===== src/hdl/usart_reg_pkg.sv =====
package usart_reg_pkg;

	typedef logic [11:0] reg_addr_t;
	typedef logic [11:0] baud_t;

	// Default register map
	localparam reg_addr_t UCSRA_ADDR_DEF = 12'h0C0;
	localparam reg_addr_t UCSRB_ADDR_DEF = 12'h0C1;
	localparam reg_addr_t UCSRC_ADDR_DEF = 12'h0C2;
	localparam reg_addr_t UBRRL_ADDR_DEF = 12'h0C4;
	localparam reg_addr_t UBRRH_ADDR_DEF = 12'h0C5;
	localparam reg_addr_t UDR_ADDR_DEF   = 12'h0C6;

	// UCSRA
	localparam int RXC  = 7;
	localparam int TXC  = 6;
	localparam int UDRE = 5;
	localparam int FE   = 4;
	localparam int DOR  = 3;
	localparam int UPE  = 2;
	localparam int U2X  = 1;

	// UCSRB
	localparam int RXCIE = 7;
	localparam int TXCIE = 6;
	localparam int UDRIE = 5;
	localparam int RXEN  = 4;
	localparam int TXEN  = 3;
	localparam int UCSZ2 = 2;
	localparam int RXB8  = 1;
	localparam int TXB8  = 0;

	// UCSRC
	localparam int UPM1  = 5;
	localparam int UPM0  = 4;
	localparam int USBS  = 3;
	localparam int UCSZ1 = 2;
	localparam int UCSZ0 = 1;

	localparam logic [7:0] UCSRC_RST = 8'h06; // 8 data bits, no parity, 1 stop

endpackage


===== src/hdl/usart_frame_pkg.sv =====
package usart_frame_pkg;

	// UCSZ2 and UCSZ1:0 concatenated
	typedef enum logic [2:0] {
		CS_5 = 3'b000,
		CS_6 = 3'b001,
		CS_7 = 3'b010,
		CS_8 = 3'b011,
		CS_9 = 3'b111
	} char_size_e;

	localparam int MAX_DATA_W     = 9;
	localparam int TX_FRAME_W     = 10; // Start bit not included
	localparam int OVERSAMPLE     = 16;
	localparam int OVERSAMPLE_U2X = 8;

	typedef logic [TX_FRAME_W-1:0] tx_frame_t;

	typedef struct packed {
		logic                  fe;
		logic                  pe;
		logic [MAX_DATA_W-1:0] data; // Right-aligned
	} rx_entry_t;

	// Reserved codes behave as 8 bits
	function automatic char_size_e to_char_size(input logic [2:0] ucsz);
		case (ucsz)
			3'b000:  return CS_5;
			3'b001:  return CS_6;
			3'b010:  return CS_7;
			3'b111:  return CS_9;
			default: return CS_8;
		endcase
	endfunction

	function automatic logic [3:0] char_bits(input char_size_e cs);
		case (cs)
			CS_5:    return 4'd5;
			CS_6:    return 4'd6;
			CS_7:    return 4'd7;
			CS_9:    return 4'd9;
			default: return 4'd8;
		endcase
	endfunction

endpackage


===== src/hdl/usart_frame_if.sv =====
`timescale 1ns/1ns

interface usart_frame_if;
	import usart_frame_pkg::*;

	char_size_e char_size;
	logic       parity_en;
	logic       parity_odd;
	logic       two_stop;     // Transmit only
	logic       double_speed;

	modport ctrl_mp (
		output char_size, parity_en, parity_odd, two_stop, double_speed
	);

	modport tx_mp (
		input char_size, parity_en, parity_odd, two_stop, double_speed
	);

	modport rx_mp (
		input char_size, parity_en, parity_odd, two_stop, double_speed
	);

endinterface


===== src/hdl/usart_ctrl.sv =====
`timescale 1ns/1ns

module usart_ctrl #(
	parameter usart_reg_pkg::reg_addr_t UDR_ADDR   = usart_reg_pkg::UDR_ADDR_DEF,
	parameter usart_reg_pkg::reg_addr_t UCSRA_ADDR = usart_reg_pkg::UCSRA_ADDR_DEF,
	parameter usart_reg_pkg::reg_addr_t UCSRB_ADDR = usart_reg_pkg::UCSRB_ADDR_DEF,
	parameter usart_reg_pkg::reg_addr_t UCSRC_ADDR = usart_reg_pkg::UCSRC_ADDR_DEF,
	parameter usart_reg_pkg::reg_addr_t UBRRH_ADDR = usart_reg_pkg::UBRRH_ADDR_DEF,
	parameter usart_reg_pkg::reg_addr_t UBRRL_ADDR = usart_reg_pkg::UBRRL_ADDR_DEF
) (
	input  logic                       cp2,
	input  logic                       ireset,
	input  usart_reg_pkg::reg_addr_t   ram_addr_i,
	input  logic                       ramre_i,
	input  logic                       ramwe_i,
	input  logic [7:0]                 dbus_i,
	output logic [7:0]                 dbus_o,
	output logic                       out_en_o,
	output logic                       rxc_irq_o,
	output logic                       txc_irq_o,
	output logic                       udre_irq_o,
	usart_frame_if.ctrl_mp             frame,
	output usart_reg_pkg::baud_t       baud_o,
	output logic                       baud_load_o,
	output logic                       rxen_o,
	output logic                       txen_o,
	output logic                       tx_wr_o,
	output usart_frame_pkg::tx_frame_t tx_frame_o,
	input  logic                       tx_full_i,
	input  logic                       tx_done_i,
	output logic                       rx_pop_o,
	output logic                       rx_flush_o,
	input  usart_frame_pkg::rx_entry_t rx_head_i,
	input  logic                       rx_empty_i,
	input  logic                       rx_drop_i
);
	import usart_reg_pkg::*;
	import usart_frame_pkg::*;

	logic [7:0]            ucsrb;
	logic [7:0]            ucsrc;
	logic [3:0]            ubrr_tmp; // UBRRH staging
	baud_t                 ubrr;
	baud_t                 ubrr_wr;
	logic                  txc;
	logic                  dor;
	logic                  u2x;
	logic                  wr_udr;
	logic                  wr_ucsra;
	logic                  wr_ucsrb;
	logic                  wr_ucsrc;
	logic                  wr_ubrrh;
	logic                  wr_ubrrl;
	logic                  rxc;
	logic                  udre;
	char_size_e            cs;
	logic [3:0]            width;
	logic [MAX_DATA_W-1:0] tx_data;
	logic [7:0]            ucsra_rd;
	logic [7:0]            ucsrb_rd;

	assign wr_udr   = ramwe_i && (ram_addr_i == UDR_ADDR);
	assign wr_ucsra = ramwe_i && (ram_addr_i == UCSRA_ADDR);
	assign wr_ucsrb = ramwe_i && (ram_addr_i == UCSRB_ADDR);
	assign wr_ucsrc = ramwe_i && (ram_addr_i == UCSRC_ADDR);
	assign wr_ubrrh = ramwe_i && (ram_addr_i == UBRRH_ADDR);
	assign wr_ubrrl = ramwe_i && (ram_addr_i == UBRRL_ADDR);
	assign ubrr_wr  = {ubrr_tmp, dbus_i};

	always_ff @(posedge cp2 or negedge ireset) begin
		if (!ireset) begin
			ucsrb    <= '0;
			ucsrc    <= UCSRC_RST;
			ubrr_tmp <= '0;
			ubrr     <= '0;
			u2x      <= 1'b0;
		end else begin
			if (wr_ucsrb)
				ucsrb <= dbus_i & ~(8'd1 << RXB8); // RXB8 comes from the FIFO head
			if (wr_ucsrc)
				ucsrc <= dbus_i;
			if (wr_ucsra)
				u2x <= dbus_i[U2X];
			if (wr_ubrrh)
				ubrr_tmp <= dbus_i[3:0];
			if (wr_ubrrl)
				ubrr <= ubrr_wr; // High nibble committed together with low byte
		end
	end

	// TXC and DOR are sticky
	always_ff @(posedge cp2 or negedge ireset) begin
		if (!ireset) begin
			txc <= 1'b0;
			dor <= 1'b0;
		end else begin
			if (tx_done_i)
				txc <= 1'b1;
			else if (wr_ucsra && dbus_i[TXC])
				txc <= 1'b0;
			if (rx_drop_i)
				dor <= 1'b1;
			else if (rx_pop_o || rx_flush_o)
				dor <= 1'b0;
		end
	end

	assign rxc         = !rx_empty_i;
	assign udre        = !tx_full_i;
	assign rxen_o      = ucsrb[RXEN];
	assign txen_o      = ucsrb[TXEN];
	assign baud_o      = wr_ubrrl ? ubrr_wr : ubrr; // Counter reloads with the new value
	assign baud_load_o = wr_ubrrl;
	assign tx_wr_o     = wr_udr && ucsrb[TXEN] && !tx_full_i;
	assign rx_pop_o    = ramre_i && (ram_addr_i == UDR_ADDR) && !rx_empty_i;
	assign rx_flush_o  = wr_ucsrb && ucsrb[RXEN] && !dbus_i[RXEN];

	assign cs                 = to_char_size({ucsrb[UCSZ2], ucsrc[UCSZ1], ucsrc[UCSZ0]});
	assign width              = char_bits(cs);
	assign frame.char_size    = cs;
	assign frame.parity_en    = ucsrc[UPM1];
	assign frame.parity_odd   = ucsrc[UPM0];
	assign frame.two_stop     = ucsrc[USBS];
	assign frame.double_speed = u2x;

	// Data masked to width, parity above it, ones beyond
	assign tx_data = {ucsrb[TXB8], dbus_i} & ~({MAX_DATA_W{1'b1}} << width);

	always_comb begin
		tx_frame_o = {1'b1, tx_data} | ({TX_FRAME_W{1'b1}} << width);
		if (ucsrc[UPM1])
			tx_frame_o[width] = ^tx_data ^ ucsrc[UPM0];
	end

	always_comb begin
		ucsra_rd       = '0;
		ucsra_rd[RXC]  = rxc;
		ucsra_rd[TXC]  = txc;
		ucsra_rd[UDRE] = udre;
		ucsra_rd[FE]   = rxc && rx_head_i.fe;
		ucsra_rd[DOR]  = dor;
		ucsra_rd[UPE]  = rxc && rx_head_i.pe;
		ucsra_rd[U2X]  = u2x;
		ucsrb_rd       = ucsrb;
		ucsrb_rd[RXB8] = rx_head_i.data[8];
		out_en_o       = ramre_i;
		case (ram_addr_i)
			UDR_ADDR:   dbus_o = rx_head_i.data[7:0];
			UCSRA_ADDR: dbus_o = ucsra_rd;
			UCSRB_ADDR: dbus_o = ucsrb_rd;
			UCSRC_ADDR: dbus_o = ucsrc;
			UBRRH_ADDR: dbus_o = {4'h0, ubrr[11:8]};
			UBRRL_ADDR: dbus_o = ubrr[7:0];
			default: begin
				dbus_o   = '0;
				out_en_o = 1'b0; // Not ours
			end
		endcase
	end

	assign rxc_irq_o  = ucsrb[RXCIE] && rxc;
	assign txc_irq_o  = ucsrb[TXCIE] && txc;
	assign udre_irq_o = ucsrb[UDRIE] && udre;

endmodule


===== src/hdl/usart_baud.sv =====
`timescale 1ns/1ns

module usart_baud (
	input  logic                 cp2,
	input  logic                 ireset,
	input  usart_reg_pkg::baud_t baud_i,
	input  logic                 load_i,
	input  logic                 enable_i,
	output logic                 tick_o
);
	import usart_reg_pkg::*;

	baud_t cnt;

	// One tick every baud_i+1 cycles
	always_ff @(posedge cp2 or negedge ireset) begin
		if (!ireset) begin
			cnt    <= '0;
			tick_o <= 1'b0;
		end else if (load_i || !enable_i) begin
			cnt    <= baud_i; // Restart from the top
			tick_o <= 1'b0;
		end else if (cnt == '0) begin
			cnt    <= baud_i;
			tick_o <= 1'b1;
		end else begin
			cnt    <= cnt - 1'b1;
			tick_o <= 1'b0;
		end
	end

endmodule


===== src/hdl/usart_fifo.sv =====
`timescale 1ns/1ns

module usart_fifo #(
	parameter int  DEPTH   = 2,
	parameter type entry_t = logic [7:0]
) (
	input  logic   cp2,
	input  logic   ireset,
	input  logic   wr_i,
	input  entry_t din_i,
	input  logic   rd_i,
	input  logic   flush_i,
	output entry_t dout_o,
	output logic   full_o,
	output logic   empty_o
);
	localparam int PW = (DEPTH > 1) ? $clog2(DEPTH) : 1;
	localparam int CW = $clog2(DEPTH + 1);

	entry_t        mem [DEPTH];
	logic [PW-1:0] wr_ptr;
	logic [PW-1:0] rd_ptr;
	logic [CW-1:0] level;
	logic          push;
	logic          pop;

	function automatic logic [PW-1:0] next_ptr(input logic [PW-1:0] p);
		return (p == PW'(DEPTH - 1)) ? '0 : p + 1'b1;
	endfunction

	assign full_o  = (level == CW'(DEPTH));
	assign empty_o = (level == '0);
	assign push    = wr_i && !full_o; // Writes to a full FIFO are lost
	assign pop     = rd_i && !empty_o;
	assign dout_o  = mem[rd_ptr];

	always_ff @(posedge cp2) begin
		if (push)
			mem[wr_ptr] <= din_i;
	end

	always_ff @(posedge cp2 or negedge ireset) begin
		if (!ireset) begin
			wr_ptr <= '0;
			rd_ptr <= '0;
			level  <= '0;
		end else if (flush_i) begin
			wr_ptr <= '0;
			rd_ptr <= '0;
			level  <= '0;
		end else begin
			if (push)
				wr_ptr <= next_ptr(wr_ptr);
			if (pop)
				rd_ptr <= next_ptr(rd_ptr);
			level <= level + CW'(push) - CW'(pop);
		end
	end

endmodule


===== src/hdl/usart_tx.sv =====
`timescale 1ns/1ns

module usart_tx (
	input  logic                       cp2,
	input  logic                       ireset,
	usart_frame_if.tx_mp               frame,
	input  logic                       tick_i,
	input  logic                       txen_i,
	input  logic                       fifo_empty_i,
	input  usart_frame_pkg::tx_frame_t fifo_head_i,
	output logic                       pop_o,
	output logic                       done_o,
	output logic                       txd_o
);
	import usart_frame_pkg::*;

	typedef enum logic {TX_IDLE, TX_SEND} tx_state_e;

	tx_state_e           state;
	logic [TX_FRAME_W:0] sh;       // Start bit in the LSB
	logic [3:0]          tick_cnt;
	logic [3:0]          bit_cnt;  // Bits still to go
	logic [3:0]          n_bits;
	logic [3:0]          last;

	// Start, data, parity and one or two stop bits
	assign n_bits = 4'd2 + char_bits(frame.char_size) + 4'(frame.parity_en)
			+ 4'(frame.two_stop);
	assign last   = frame.double_speed ? 4'(OVERSAMPLE_U2X - 1) : 4'(OVERSAMPLE - 1);
	assign pop_o  = (state == TX_IDLE) && txen_i && !fifo_empty_i && tick_i;
	assign txd_o  = sh[0]; // All ones while idle

	always_ff @(posedge cp2 or negedge ireset) begin
		if (!ireset) begin
			state    <= TX_IDLE;
			sh       <= '1;
			tick_cnt <= '0;
			bit_cnt  <= '0;
			done_o   <= 1'b0;
		end else begin
			done_o <= 1'b0;
			case (state)
				TX_IDLE: begin
					if (pop_o) begin
						sh       <= {fifo_head_i, 1'b0};
						bit_cnt  <= n_bits;
						tick_cnt <= '0;
						state    <= TX_SEND;
					end
				end
				TX_SEND: begin
					if (tick_i && tick_cnt == last) begin
						tick_cnt <= '0;
						sh       <= {1'b1, sh[TX_FRAME_W:1]}; // LSB first, ones shift in
						bit_cnt  <= bit_cnt - 1'b1;
						if (bit_cnt == 4'd1) begin
							state  <= TX_IDLE;
							done_o <= 1'b1;
						end
					end else if (tick_i) begin
						tick_cnt <= tick_cnt + 1'b1;
					end
				end
				default: state <= TX_IDLE;
			endcase
		end
	end

endmodule


===== src/hdl/usart_rx.sv =====
`timescale 1ns/1ns

module usart_rx (
	input  logic                       cp2,
	input  logic                       ireset,
	usart_frame_if.rx_mp               frame,
	input  logic                       tick_i,
	input  logic                       rxen_i,
	input  logic                       rxd_i,
	input  logic                       fifo_full_i,
	output logic                       wr_o,
	output usart_frame_pkg::rx_entry_t entry_o,
	output logic                       drop_o
);
	import usart_frame_pkg::*;

	localparam int SH_W = MAX_DATA_W + 2; // Data, parity and stop

	typedef enum logic [1:0] {RX_IDLE, RX_START, RX_DATA} rx_state_e;

	rx_state_e             state;
	logic [1:0]            sync;
	logic                  rxd_s;
	logic                  line_q;   // Line at the previous tick
	logic [1:0]            vote;     // First two of the three samples
	logic                  maj;
	logic [3:0]            tick_cnt;
	logic [3:0]            mid;
	logic [3:0]            last;
	logic                  at_decide;
	logic [3:0]            width;
	logic [3:0]            n_bits;
	logic [3:0]            bit_cnt;
	logic [SH_W-1:0]       sh;
	logic [SH_W-1:0]       full;
	logic [SH_W-1:0]       al;
	logic [MAX_DATA_W-1:0] rx_data;
	logic                  par_err;
	logic                  frm_err;

	assign rxd_s     = sync[1];
	assign mid       = frame.double_speed ? 4'(OVERSAMPLE_U2X / 2) : 4'(OVERSAMPLE / 2);
	assign last      = frame.double_speed ? 4'(OVERSAMPLE_U2X - 1) : 4'(OVERSAMPLE - 1);
	assign at_decide = (tick_cnt == mid + 4'd1);
	assign maj       = (vote[1] & vote[0]) | (vote[1] & rxd_s) | (vote[0] & rxd_s);
	assign width     = char_bits(frame.char_size);
	assign n_bits    = 4'd1 + width + 4'(frame.parity_en);

	// Deframe with the bit being taken now
	always_comb begin
		full    = {maj, sh[SH_W-1:1]};
		al      = full >> (4'(SH_W) - n_bits);
		rx_data = al[MAX_DATA_W-1:0] & ~({MAX_DATA_W{1'b1}} << width);
		par_err = frame.parity_en && (al[width] != (^rx_data ^ frame.parity_odd));
		frm_err = !al[width + 4'(frame.parity_en)];
	end

	always_ff @(posedge cp2 or negedge ireset) begin
		if (!ireset) begin
			sync   <= 2'b11;
			line_q <= 1'b1;
		end else begin
			sync <= {sync[0], rxd_i};
			if (tick_i)
				line_q <= rxd_s;
		end
	end

	always_ff @(posedge cp2 or negedge ireset) begin
		if (!ireset) begin
			state    <= RX_IDLE;
			tick_cnt <= '0;
			bit_cnt  <= '0;
			vote     <= '0;
			wr_o     <= 1'b0;
			drop_o   <= 1'b0;
		end else begin
			wr_o   <= 1'b0;
			drop_o <= 1'b0;
			if (!rxen_i) begin
				state <= RX_IDLE;
			end else if (tick_i) begin
				tick_cnt <= (tick_cnt == last) ? '0 : tick_cnt + 1'b1;
				if (tick_cnt == mid - 4'd1 || tick_cnt == mid)
					vote <= {vote[0], rxd_s};
				case (state)
					RX_IDLE: begin
						if (line_q && !rxd_s) begin // Falling edge is tick 0
							state    <= RX_START;
							tick_cnt <= 4'd1;
						end
					end
					RX_START: begin
						if (at_decide) begin
							state   <= maj ? RX_IDLE : RX_DATA; // Glitch goes back to idle
							bit_cnt <= '0;
						end
					end
					RX_DATA: begin
						if (at_decide) begin
							bit_cnt <= bit_cnt + 1'b1;
							if (bit_cnt == n_bits - 4'd1) begin // Stop bit
								state  <= RX_IDLE;
								wr_o   <= !fifo_full_i;
								drop_o <= fifo_full_i;
							end
						end
					end
					default: state <= RX_IDLE;
				endcase
			end
		end
	end

	always_ff @(posedge cp2) begin
		if (tick_i && state == RX_DATA && at_decide) begin
			sh      <= full;
			entry_o <= '{fe: frm_err, pe: par_err, data: rx_data};
		end
	end

endmodule


===== src/hdl/usart_top.sv =====
`timescale 1ns/1ns

module usart_top #(
	parameter usart_reg_pkg::reg_addr_t UDR_ADDR   = usart_reg_pkg::UDR_ADDR_DEF,
	parameter usart_reg_pkg::reg_addr_t UCSRA_ADDR = usart_reg_pkg::UCSRA_ADDR_DEF,
	parameter usart_reg_pkg::reg_addr_t UCSRB_ADDR = usart_reg_pkg::UCSRB_ADDR_DEF,
	parameter usart_reg_pkg::reg_addr_t UCSRC_ADDR = usart_reg_pkg::UCSRC_ADDR_DEF,
	parameter usart_reg_pkg::reg_addr_t UBRRH_ADDR = usart_reg_pkg::UBRRH_ADDR_DEF,
	parameter usart_reg_pkg::reg_addr_t UBRRL_ADDR = usart_reg_pkg::UBRRL_ADDR_DEF,
	parameter int                       RX_DEPTH   = 2,
	parameter int                       TX_DEPTH   = 1
) (
	input  logic                     cp2,
	input  logic                     ireset,
	input  usart_reg_pkg::reg_addr_t ram_addr_i,
	input  logic                     ramre_i,
	input  logic                     ramwe_i,
	input  logic [7:0]               dbus_i,
	output logic [7:0]               dbus_o,
	output logic                     out_en_o,
	input  logic                     rxd_i,
	output logic                     txd_o,
	output logic                     rxc_irq_o,
	output logic                     txc_irq_o,
	output logic                     udre_irq_o
);
	import usart_reg_pkg::*;
	import usart_frame_pkg::*;

	baud_t     baud;
	logic      baud_load;
	logic      rxen;
	logic      txen;
	logic      tick;
	tx_frame_t tx_frame;
	tx_frame_t tx_head;
	logic      tx_wr;
	logic      tx_pop;
	logic      tx_full;
	logic      tx_empty;
	logic      tx_done;
	rx_entry_t rx_entry;
	rx_entry_t rx_head;
	logic      rx_wr;
	logic      rx_pop;
	logic      rx_flush;
	logic      rx_full;
	logic      rx_empty;
	logic      rx_drop;

	usart_frame_if u_frame_if ();

	usart_ctrl #(
		.UDR_ADDR   (UDR_ADDR),
		.UCSRA_ADDR (UCSRA_ADDR),
		.UCSRB_ADDR (UCSRB_ADDR),
		.UCSRC_ADDR (UCSRC_ADDR),
		.UBRRH_ADDR (UBRRH_ADDR),
		.UBRRL_ADDR (UBRRL_ADDR)
	) u_ctrl (
		.cp2         (cp2),
		.ireset      (ireset),
		.ram_addr_i  (ram_addr_i),
		.ramre_i     (ramre_i),
		.ramwe_i     (ramwe_i),
		.dbus_i      (dbus_i),
		.dbus_o      (dbus_o),
		.out_en_o    (out_en_o),
		.rxc_irq_o   (rxc_irq_o),
		.txc_irq_o   (txc_irq_o),
		.udre_irq_o  (udre_irq_o),
		.frame       (u_frame_if),
		.baud_o      (baud),
		.baud_load_o (baud_load),
		.rxen_o      (rxen),
		.txen_o      (txen),
		.tx_wr_o     (tx_wr),
		.tx_frame_o  (tx_frame),
		.tx_full_i   (tx_full),
		.tx_done_i   (tx_done),
		.rx_pop_o    (rx_pop),
		.rx_flush_o  (rx_flush),
		.rx_head_i   (rx_head),
		.rx_empty_i  (rx_empty),
		.rx_drop_i   (rx_drop)
	);

	// Shared by both directions
	usart_baud u_baud (
		.cp2      (cp2),
		.ireset   (ireset),
		.baud_i   (baud),
		.load_i   (baud_load),
		.enable_i (rxen | txen),
		.tick_o   (tick)
	);

	usart_fifo #(
		.DEPTH   (TX_DEPTH),
		.entry_t (tx_frame_t)
	) u_tx_fifo (
		.cp2     (cp2),
		.ireset  (ireset),
		.wr_i    (tx_wr),
		.din_i   (tx_frame),
		.rd_i    (tx_pop),
		.flush_i (1'b0),
		.dout_o  (tx_head),
		.full_o  (tx_full),
		.empty_o (tx_empty)
	);

	usart_fifo #(
		.DEPTH   (RX_DEPTH),
		.entry_t (rx_entry_t)
	) u_rx_fifo (
		.cp2     (cp2),
		.ireset  (ireset),
		.wr_i    (rx_wr),
		.din_i   (rx_entry),
		.rd_i    (rx_pop),
		.flush_i (rx_flush),
		.dout_o  (rx_head),
		.full_o  (rx_full),
		.empty_o (rx_empty)
	);

	usart_tx u_tx (
		.cp2          (cp2),
		.ireset       (ireset),
		.frame        (u_frame_if),
		.tick_i       (tick),
		.txen_i       (txen),
		.fifo_empty_i (tx_empty),
		.fifo_head_i  (tx_head),
		.pop_o        (tx_pop),
		.done_o       (tx_done),
		.txd_o        (txd_o)
	);

	usart_rx u_rx (
		.cp2         (cp2),
		.ireset      (ireset),
		.frame       (u_frame_if),
		.tick_i      (tick),
		.rxen_i      (rxen),
		.rxd_i       (rxd_i),
		.fifo_full_i (rx_full),
		.wr_o        (rx_wr),
		.entry_o     (rx_entry),
		.drop_o      (rx_drop)
	);

endmodule


===== config.mk =====
export PLATFORM = sky130hd
export DESIGN_NAME = usart_top
export DESIGN_NICKNAME = d
export VERILOG_FILES = /design/src/hdl/usart_reg_pkg.sv /design/src/hdl/usart_frame_pkg.sv /design/src/hdl/usart_frame_if.sv /design/src/hdl/usart_ctrl.sv /design/src/hdl/usart_baud.sv /design/src/hdl/usart_fifo.sv /design/src/hdl/usart_tx.sv /design/src/hdl/usart_rx.sv /design/src/hdl/usart_top.sv
export SDC_FILE = /design/constraint.sdc
export NUM_CORES = 1
export LEC_CHECK = 0
export ABC_AREA = 1
export BUFFER_PORTS_ARGS = -buffer_cell sky130_fd_sc_hd__buf_2
export CAP_MARGIN = 20
export CORE_MARGIN = 10
export CORE_UTILIZATION = 40
export CTS_CLUSTER_SIZE = 25
export DETAILED_ROUTE_END_ITERATION = 16
export PLACE_DENSITY_LB_ADDON = 0.3
export SLEW_MARGIN = 20
export SYNTH_ARGS = -nofsm -noshare
export SYNTH_HDL_FRONTEND = slang
export SYNTH_SLANG_ARGS = --single-unit

===== constraint.sdc =====
create_clock -name cp2 -period 3 [get_ports cp2]
set_input_delay 0.45 -clock cp2 [delete_from_list [all_inputs] [get_ports cp2]]
set_output_delay 0.45 -clock cp2 [all_outputs]
set_load 0.1 [all_outputs]

# Word level (Yosys, flattened, before mapping)

Memories as Yosys holds them, arrays and structs flattened.
Index checks and enable logic that the tools add are counted.

Bits in registers: 112
Memory bits (writable): 32
Input port bits: 25
Memories kept: 2

Add/subtract/negate cells: 21
Order comparisons: 3
Equality and inequality tests: 33
Shifts and indexed selects: 3
Multiplexer cells: 75
Bitwise logic cells: 13
Reductions and logical operators: 60

Memory list:

| name          | words | bits a word | rd ports | clocked after Yosys merged registers in | wr ports | line             | RTL |
|---|---|---|---|---|---|---|---|
| u_rx_fifo.mem | 2     | 11          | 1        | 0                                       | 1        | usart_fifo.sv:20 | `entry_t mem [DEPTH];` |
| u_tx_fifo.mem | 1     | 10          | 1        | 0                                       | 1        | usart_fifo.sv:20 |  |

Operators with widths:

| cell                  | count |
|---|---|
| $eq 12x8->1 const B   | 6 |
| $mux 4                | 12 |
| $pmux 8 s6            | 1 |
| $mux 1                | 36 |
| $mux 12               | 3 |
| $logic_and 1x1->1     | 31 |
| $eq 4x4->1            | 6 |
| $pmux 4 s2            | 3 |
| $mux 11               | 2 |
| $pmux 11 s2           | 1 |
| $and 9x9->9           | 2 |
| $reduce_xor 9->1      | 2 |
| $add 4x1->4           | 4 |
| $add 4x1->4 const B   | 4 |
| $mux 2                | 8 |
| $pmux 4 s4            | 1 |
| $logic_not 12->1      | 1 |
| $ne 3x2->1 const B    | 4 |
| $pmux 3 s4            | 1 |
| $sub 12x1->12 const B | 1 |
| $sub 4x1->4 const B   | 3 |
| $shr 11x4->11         | 1 |
| $bwmux 10             | 1 |
| $lt 4x5->1 const B    | 2 |
| 41 further kinds      | 72 |

# Logic depth before layout (Yosys ltp)

Gate-level depths: netlist (run 1).

Depth in word-level cells: 13
Gate-level depth with buffers: 25
Depth with buffers taken out: 25

# Modules after synthesis

From an unflattened synthesis (run 1), not the netlist that was laid out.

Cell total of the unflattened synthesis: 1064
Area total of the unflattened synthesis: 8529.4 µm²

By module, submodules not included:

| module                  | times used | cells each | area each (µm²) | seq. area each (µm²) |
|---|---|---|---|---|
| usart_rx                | 1          | 354        | 2748.9          | 1059.8 |
| usart_ctrl              | 1          | 318        | 2292.2          | 853.3 |
| usart_tx                | 1          | 169        | 1271.2          | 539.3 |
| usart_fifo at u_rx_fifo | 1          | 94         | 1057.3          | 760.7 |
| usart_baud              | 1          | 108        | 789.5           | 325.3 |
| usart_fifo at u_tx_fifo | 1          | 17         | 355.3           | 325.3 |
| usart_top               | 1          | 4          | 15.0            | 0.0 |

# Worst setup path before layout (run 1)

No wires, ideal clock.

Kind: input to output
Start: in ram_addr_i[4]
End: out dbus_o[4]
Data arrival time: 3.253 ns
Data required time: 2.550 ns
Path slack: -0.703 ns
Stages on the path: 6
Cell sequence: nand3b_1 nor3_4 nand3_1 nor2_1 inv_1 o21ai_0

Longest elaborated chain between the ends: 2
Elaborated cells between the ends (all ways): 7

RTL lines:

| what           | line              | RTL |
|---|---|---|
| from (decl)    | usart_top.sv:15   | `input usart_reg_pkg::reg_addr_t ram_addr_i,` |
| $eq 12x8->1    | usart_ctrl.sv:147 | `case (ram_addr_i)` |
| $pmux 8 s6 (*) | usart_ctrl.sv:147 |  |
| to (decl)      | usart_top.sv:19   | `output logic [7:0] dbus_o,` |

Every way passes the cells marked *; elsewhere a longest branch is shown, timed or not.

# Worst setup path in the final report (run 1)

Start: reg u_ctrl.ucsrc[1]
End: reg u_rx.entry_o[9] (netlist bit), data pin

Longest elaborated chain between the ends: 13
Elaborated cells between the ends (all ways): 23

RTL lines:

| what                                     | line                  | RTL |
|---|---|---|
| from (decl)                              | usart_ctrl.sv:41      | `logic [7:0] ucsrc;` |
| from (signal assigned)                   | usart_ctrl.sv:81      | `ucsrc <= dbus_i;` |
| $eq 3x3->1, or another cell as far along | usart_frame_pkg.sv:27 | `case (ucsz)` |
| $pmux 3 s4 (*)                           | usart_frame_pkg.sv:27 |  |
| $eq 3x3->1, or another cell as far along | usart_frame_pkg.sv:37 | `case (cs)` |
| $pmux 4 s4 (*)                           | usart_frame_pkg.sv:37 |  |
| $add 1x4->4                              | usart_rx.sv:47        | `assign n_bits = 4'd1 + width + 4'(frame.parity_en);` |
| $add 4x1->4                              | usart_rx.sv:47        |  |
| $sub 4x4->4                              | usart_rx.sv:52        | `al = full >> (4'(SH_W) - n_bits);` |
| $shr 11x4->11                            | usart_rx.sv:52        |  |
| $and 9x9->9 (*)                          | usart_rx.sv:53        | `rx_data = al[MAX_DATA_W-1:0] & ~({MAX_DATA_W{1'b1}} << width);` |
| named net u_rx.rx_data[4]                | usart_rx.sv:37        | `logic [MAX_DATA_W-1:0] rx_data;` |
| $reduce_xor 9->1 (*)                     | usart_rx.sv:54        | `par_err = frame.parity_en && (al[width] != (^rx_data ^ frame.parity_odd));` |
| $xor 1x1->1 (*)                          | usart_rx.sv:54        |  |
| $ne 1x1->1 (*)                           | usart_rx.sv:54        |  |
| $logic_and 1x1->1 (*)                    | usart_rx.sv:54        |  |
| named net u_rx.par_err                   | usart_rx.sv:38        | `logic par_err;` |
| to (signal assigned)                     | usart_rx.sv:118       | `entry_o <= '{fe: frm_err, pe: par_err, data: rx_data};` |
| to (decl)                                | usart_rx.sv:12        | `output usart_frame_pkg::rx_entry_t entry_o,` |

The timed path passes the listed nets; every way through them passes the cells marked *. The select of a mux whose other input is x is not followed.
A chain may end at the register's enable or synchronous reset.

==> summary.txt, run 1 <==
Timing
  – Final Skew: 0.008618 ns
  – # setup viols final: 0
  – Post-route minimum period: 2.925 ns
  – Worst-Margin Slew: 0.9679 ns
  – Slew headroom: 35.24%
  – Fmax: 341.9 MHz
  – Max-slew violations: 0
  – RSZ-0062 raised after global routing: yes
  – Final worst-path cycle share: 97.51%
  – Setup TNS: 0 ns
  – Final Hold Fails: 0

Setup path
  – CP max-delay cell: dfstp_2
  – Worst setup SP type: flip-flop
  – CP Buf/Inv Count: 5
  – CP max stage delay: 0.56 ns
  – Largest delay share family, worst path: simple AND/OR/NAND/NOR gates
  – Setup CP Type: flip-flop to flip-flop
  – Crit-path cells: nand2_4 -> nor2_4 -> inv_2 -> nand2_2 -> inv_4 -> ha_4 -> inv_4 -> ha_4 -> inv_8 -> buf_8 -> nand4_1 -> nand3_1 -> nand2_2 -> a21oi_4 -> nand2_2 -> nand2_2 -> nand2_1 -> nand2_1 -> nand2_1 -> nand2_1 -> nand2_1 -> nand2_1 -> nor2_2
  – Critical path arrival: 3.11 ns
  – Critical Path End Type: flip-flop
  – Cell mode on critical path: nand2_1
  – Worst-path fanout max: 8
  – Critical path required time: 3.18 ns

Global route
  – Vias in the first global route: 6051
  – Largest net degree at the start of global routing: 50
  – Total global routing track utilization: 15.29%
  – GRT overflow: 0
  – Initial antenna violation count: 0
  – First-pass GRT wire length: 31570 um

Pwr
  – PD cells: 471.5 mW/mm^2
  – Peak VDD IR: 0.3642 mV
  – Overall power: 4.440 mW
  – Leakage: 4.240 nW

Yosys
  – Mux contribution to synthesized area: 1.519%
  – Syn_area_per_cell: 8.726 um^2
  – Dominant synthesized flop cell: dfrtp_1
  – Compound-Gate Fraction of Synth Area: 10.12%
  – Post-Synth Adder-Cell Area: 3.613%
  – Simple-Gate Fraction of Synth Area: 24.84%
  – Ys async rst share: 62.94%
  – Main combinational cell family by area after synthesis: simple AND/OR/NAND/NOR gates
  – Netlist cell types: 57
  – #FFs+latches synth: 143
  – Mapped cell area: 0.007828 mm^2
  – Synth Area in XOR/XNOR: 3.692%
  – Ys Warns: 0
  – Sequential-to-total area share from yosys stat: 49.36%
  – Net Count, Synth: 944
  – Number of synthesized flops with an enable pin: 53
  – Syn Inst Count: 897

Clocking
  – Root buffer cell: clkbuf_16
  – Sink Count: 143
  – H-tree depth: 4
  – Hold bufs inserted after CTS: 0
  – Clock Pin Slew Worst Setup and Hold Paths: 0.06 ns
  – Bufs on Longest Clock Path: 2
  – TritonCTS clock tree: built
  – Number of CTS-inserted buffers: 17
  – Latest clock arrival within the worst-skew pair: 0.42 ns

Detailed routing
  – DRC: 0
  – Final ANT Viol Nets: 0
  – Routed vias/inst: 5.042
  – Starting DRT DRC Count: 563
  – Via count: 6333
  – Router iterations before antenna repair: 6
  – Routed WL per cell: 15.65 um
  – Wirelength, routed: 19660 um

Place
  – PortBufs: 37
  – Routability cong.: 0.9157
  – Placed insts: 1207
  – Post-DP HPWL: 14420 um
  – DP Area: 0.008579 mm^2

Layout
  – Syn-to-layout area delta: 20.28%
  – Number of nets in the final layout: 1025
  – # fillers: 1823
  – Layout Cells excl Fill: 1256
  – Final instance area: 0.009415 mm^2
  – Share of cells above drive strength 1: 21.19%
  – N_diodes: 0

Status
  – Run status: finished clean

Floorplanning
  – Die Width: 159.9 um
  – Core area: 0.01933 mm^2
  – Chip Height: 159.9 um
  – Total die area: 0.02556 mm^2
  – Site row count: 51
  – I/O pin count: 38
  – Initial Util: 40.48%

Worst hold path
  – Hold WC Path Type: input pin to async pin

Job
  – Max Cap Violations: 0
==> routing by layer <==
| metal | part of all wire [%] | vias to the layer above | wire length (um) | global-route usage (%) |
|---|---|---|---|---|
| met5 | 0 | - | 0 | 0 |
| met4 | 1.6 | 0 | 306 | 3.881 |
| met3 | 4.5 | 25 | 876 | 3.856 |
| met2 | 48 | 149 | 9497 | 25.12 |
| met1 | 46 | 3032 | 8977 | 19.71 |
| li1 | - | 3127 | - | - |
==> metrics by stage <==
stage	worst slack [ns]	utilization [%]	hold slack, ns
floorplan	-0.1343	-	0.1544
global placement	0.02955	44.37	0.3466
detailed placement	-0.04347	44.37	0.3472
CTS	0.02457	47.34	0.03888
global route	-0.07692	48.70	0.04928
finish	0.07480	48.70	0.01426
==> synthesized netlist by cell type (5+ instances only) <==
master      n  area (um^2)
nand2_1   235        882.1
inv_1     112        420.4
dfrtp_1    74         1852
o21ai_0    69        345.3
nand3_1    62        310.3
nor2_1     61        229.0
edfxtp_1   53         1592
a21oi_1    21        105.1
ha_1       21        262.8
xnor2_1    17        148.9
dfstp_2    16        420.4
xor2_1     16        140.1
a31oi_1    12        75.07
clkbuf_1   12        45.04
mux2_2      7        78.83
nand4_1     7        43.79
o211ai_1    7        52.55
a221oi_1    6        52.55
buf_2       6        30.03
nor2_2      6        37.54
nand3_2     5        50.05
nor2_4      5        56.30
nor3_1      5        25.02
==> power breakdown <==
group / internal (mW) / leakage (nW) / switching [mW]
logic: 0.117 / 2.40 / 0.185
registers: 2.08 / 1.56 / 0.0470
clock network: 1.16 / 0.283 / 0.847
==> layout make-up <==
cell class,count,area [um^2],share of cell area [%]
timing repair buffer,83,621.8,6.605
clock buffer,22,485.5,5.156
tap,265,331.6,3.522
sequential,143,3864,41.04
clock inverter,10,75.07,0.7973
timing repair inverter,1,6.256,0.06645
multi-input combinational,617,3585,38.07
inverter,115,446.7,4.744
==> cells by family (layout without fill, tap and decap cells) <==
kind of cell,after synthesis,in the layout
XOR/XNOR,33,33
adder cells (fa/ha/maj),22,22
AND/OR/NAND/NOR,416,416
multiplexers,11,11
buffers and inverters,137,231
AO/OA/AOI/OAI,135,135
flip-flops,143,143
==> path summary, 6_finish.rpt <==
| path | startpoint | to | slack [ns] | cells after the start |
|---|---|---|---|---|
| worst max-delay path | u_ctrl.ucsrc[1] | u_rx.entry_o[9] | 0.07 | 23 |
| min in group cp2 | rxd_i | u_rx.sync[0] | 0.13 | 1 |
| worst max register to register | u_ctrl.ucsrc[1] | u_rx.entry_o[9] | 0.07 | 23 |
| worst min-delay path | ireset | u_baud.cnt[5] | 0.01 | 1 |
| max in group asynchronous | ireset | u_tx.sh[4] | 2.26 | 2 |
| worst min register to register | u_rx.sync[0] | u_rx.sync[1] | 0.35 | 0 |
==> repair_timing <==
| action | in CTS | in global routing |
|---|---|---|
| setup buffers | 0 | 15 |
| setup endpoints to repair | 2 | 6 |
| gates resized for setup | 4 | 38 |
| cloned | 0 | 2 |
| pin swaps | 0 | 20 |
==> state kept, by name, summed over array words and instances, names as in the netlist, 2 cells and up <==
signal           cells
u_ctrl.ubrr_tmp      4
u_rx.tick_cnt        4
u_tx.sh             11
u_rx.sync            2
u_ctrl.ubrr         12
u_tx.bit_cnt         4
u_ctrl.ucsrb         7
u_rx.state           2
u_rx_fifo.mem       22
u_rx.vote            2
u_rx.bit_cnt         4
u_rx.sh             10
u_rx_fifo.level      2
u_rx.entry_o        11
u_tx_fifo.mem       10
u_ctrl.ucsrc         8
u_baud.cnt          12
u_tx.tick_cnt        4
==> cells in the final DEF (no fill, tap or decap), types with 8 or more instances in the layout <==
cell type / count
edfxtp_1: 53
dfrtp_1: 74
a31oi_1: 12
xor2_1: 15
o21ai_0: 66
xnor2_1: 17
inv_1: 107
ha_1: 18
a21oi_1: 20
buf_4: 42
nand3_1: 57
dfstp_2: 16
nor2_1: 57
nand2_2: 9
nand2_1: 228
clkbuf_16: 18
nor2_4: 8
buf_2: 33
nand3_2: 10
Note: power is estimated with default switching activity, not from simulation.
==> inputs of run 2 (changes only) <==
GPL_TIMING_DRIVEN = 0   (was not set)
MAX_ROUTING_LAYER = met4   (was not set)
REMOVE_ABC_BUFFERS = 1   (was not set)
==> summary.txt, run 2 (same netlist as run 1, synthesis figures left out) <==
Global route
  – Vias in the first global route: 6045 (-0.099%)
  – GRT overflow: 0 (unchanged)
  – Total global routing track utilization: 15.04% (-0.24 points)
  – Initial antenna violation count: 0 (unchanged)
  – Largest net degree at the start of global routing: 53 (+6.0%)
  – First-pass GRT wire length: 30650 um (-2.9%)

Timing
  – Final Hold Fails: 0 (unchanged)
  – RSZ-0062 raised after global routing: yes
  – Max-slew violations: 0 (unchanged)
  – Setup TNS: -0.08178 ns (-0.08178 ns)
  – # setup viols final: 3 (+3)
  – Fmax: 329.6 MHz (-3.6%)
  – Post-route minimum period: 3.034 ns (+0.1089 ns)
  – Worst-Margin Slew: 0.9594 ns (-0.008431 ns)
  – Slew headroom: 35.80% (+0.56 points)
  – Final worst-path cycle share: 101.1% (+3.6 points)
  – Final Skew: 0.01363 ns (+0.005008 ns)
  – Setup WS post-layout: -0.03407 ns (-0.1089 ns)

Status
  – Failing checks: negative setup slack
  – Run status: finished with violations

Setup path
  – Setup CP Type: flip-flop to flip-flop
  – Worst setup SP type: flip-flop
  – Critical Path End Type: flip-flop
  – Critical path required time: 3.18 ns (about the same)
  – Critical path arrival: 3.22 ns (+0.11 ns)
  – RR Startpoint: u_ctrl.ucsrc[1]
  – Reg-to-reg endpoint: u_rx.entry_o[9]
  – Worst R2R Setup Slack: -0.03 ns (-0.11 ns)
  – Worst-path fanout max: 8 (unchanged)
  – Reg2Reg Depth: 21 (-8.7%)

Worst hold path
  – Hold WC Path Type: input pin to flip-flop
  – Hold_sp: rxd_i
  – Hold Path Stages: 1
  – End of the worst hold path: u_rx.sync[0]

Detailed routing
  – Via count: 6296 (-0.58%)
  – Met1 wire length: 8881 um (-1.1%)
  – Top Layer Used: met4
  – DRC: 0 (unchanged)
  – Final ANT Viol Nets: 0 (unchanged)
  – Met3 wire length: 837 um (-4.5%)
  – Metal2 WL: 8699 um (-8.4%)
  – Routed vias/inst: 5.086 (+0.86%)
  – Router iterations before antenna repair: 5 (-1)
  – Starting DRT DRC Count: 401 (-29%)
  – Routed WL per cell: 15.15 um (-3.2%)
  – Wirelength, routed: 18760 um (-4.6%)

Pwr
  – Switching pwr: 1.105 mW (+2.4%)
  – Internal: 3.523 mW (+4.8%)
  – PD cells: 495.6 mW/mm^2 (+5.1%)
  – Peak VDD IR: 0.3656 mV (+0.38%)
  – Switch share: 23.88% (-0.42 points)
  – Seq pwr share: 46.1% (-1.9 points)
  – Overall power: 4.628 mW (+4.2%)
  – Logic gate share of total power: 6.7% (about the same)
  – Clock Power Share: 47.3% (+2.1 points)
  – Leakage: 4.150 nW (-2.1%)

Place
  – Post-DP HPWL: 13260 um (-8.1%)
  – Routability cong.: 0.8364 (-8.7%)
  – DP Area: 0.008280 mm^2 (-3.5%)
  – PortBufs: 37 (unchanged)

Floorplanning
  – Die Width: 159.9 um (unchanged)
  – Total die area: 0.02556 mm^2 (unchanged)
  – Core area: 0.01933 mm^2 (unchanged)
  – Site row count: 51 (unchanged)
  – Initial Util: 40.48% (unchanged)
  – I/O pin count: 38 (unchanged)
  – Chip Height: 159.9 um (unchanged)

Layout
  – Share of cells above drive strength 1: 21.07% (-0.12 points)
  – Largest regs: u_rx_fifo.mem (22), u_baud.cnt (12), u_ctrl.ubrr (12)
  – Largest register by flop count: u_rx_fifo.mem
  – Commonest cells after routing, fill and taps aside: nand2_1 (223), inv_1 (104), dfrtp_1 (73), o21ai_0 (63), nand3_1 (57)
  – N_diodes: 0 (unchanged)
  – Syn-to-layout area delta: 19.29%
  – Final instance area: 0.009338 mm^2 (-0.82%)
  – Commonest non-fill, non-tap cell in the layout: nand2_1
  – Max FFs per register: 22 (unchanged)
  – Final core occ: 48.29% (-0.40 points)
  – Number of nets in the final layout: 1007 (-1.8%)

Clocking
  – Bufs on Longest Clock Path: 2 (unchanged)
  – Number of CTS-inserted buffers: 17 (unchanged)
  – Sink Count: 143 (unchanged)
  – H-tree depth: 4 (unchanged)
  – Latest clock arrival within the worst-skew pair: 0.42 ns (about the same)
  – Root buffer cell: clkbuf_16
  – Clock Pin Slew Worst Setup and Hold Paths: 0.06 ns (about the same)
  – TritonCTS clock tree: built

Job
  – Max Cap Violations: 0 (unchanged)
==> run 2: cell type report <==
| cell class | instances | area [um^2] |
|---|---|---|
| fillers | 1830 | 9997 |
| flip-flops and latches | 143 | 3865 |
| multi-input cells | 617 | 3637 |
| inverters | 115 | 449.2 |
| repair buffers | 65 | 434.2 |
| clock buffers | 17 | 425.4 |
| well taps | 265 | 331.6 |
| clock inverters | 15 | 187.7 |
| repair inverters | 1 | 7.507 |
==> run 2: power groups by stage <==
stage                     logic (mW)  registers [mW]  clock network [mW]
final                          0.308            2.13                2.19
after global routing           0.355            2.14                2.29
after CTS                      0.303            2.13                2.22
after detailed placement       0.293            2.17                   0
after global placement         0.284            2.17                   0
after floorplan                0.195            2.16                   0
==> run 2: timing repair <==
item / 4_1_cts / 5_1_grt
hold buffers: 1 / 0
setup buffers: 19 / 7
setup endpoints to repair: 15 / 9
gates cloned: 1 / 0
hold endpoints to repair: 34 / 0
pin swaps: 13 / 14
gates resized for setup: 35 / 34
==> run 2: how the worst max path moves through the flow <==
stage                    start               to  cells past startpoint  slack [ns]
2_1_floorplan    ram_addr_i[4]        dbus_o[4]                      6       -0.70
3_3_place_gp   u_ctrl.ucsrc[1]  u_rx.entry_o[9]                     24       -1.08
3_5_place_dp   u_ctrl.ucsrc[1]    u_rx.state[1]                     19       -1.07
4_1_cts        u_ctrl.ucsrc[1]    u_rx.state[1]                     19       -0.02
5_1_grt        u_ctrl.ucsrc[1]  u_rx.entry_o[9]                     25       -0.26
6_report       u_ctrl.ucsrc[1]  u_rx.entry_o[9]                     21       -0.03
==> run 2: per-layer routing <==
metal | GRT usage (%) | up-vias
met5 | - | -
met4 | 4.257 | 0
met3 | 3.239 | 25
li1 | - | 3089
met1 | 19.25 | 3030
met2 | 23.66 | 152
==> run 2: critical path: stages, from the launching register on <==
cell	delay (ns)
dfstp_2	0.58
buf_6	0.12
nor2_4	0.03
inv_2	0.07
nand2_4	0.06
inv_6	0.08
ha_4	0.14
inv_4	0.04
ha_4	0.31
clkinvlp_4	0.22
nand2_2	0.13
nand2_2	0.08
o21ai_4	0.21
nand4_1	0.18
nand2_1	0.13
nand2_1	0.06
nand2_1	0.06
nand2_1	0.05
nand2_2	0.08
nand2_2	0.05
nand2_2	0.05
nor2_2	0.05
==> run 2: metrics by stage <==
stage                     setup slack [ns]  instances  hold slack (ns)
after floorplan                    -0.7028        875           0.1544
final                             -0.03407       1238           0.1363
after CTS                         -0.01739       1231           0.1206
after global routing               -0.2564       1238           0.1147
after detailed placement            -1.072       1178           0.3470
after global placement              -1.079       1177           0.3469
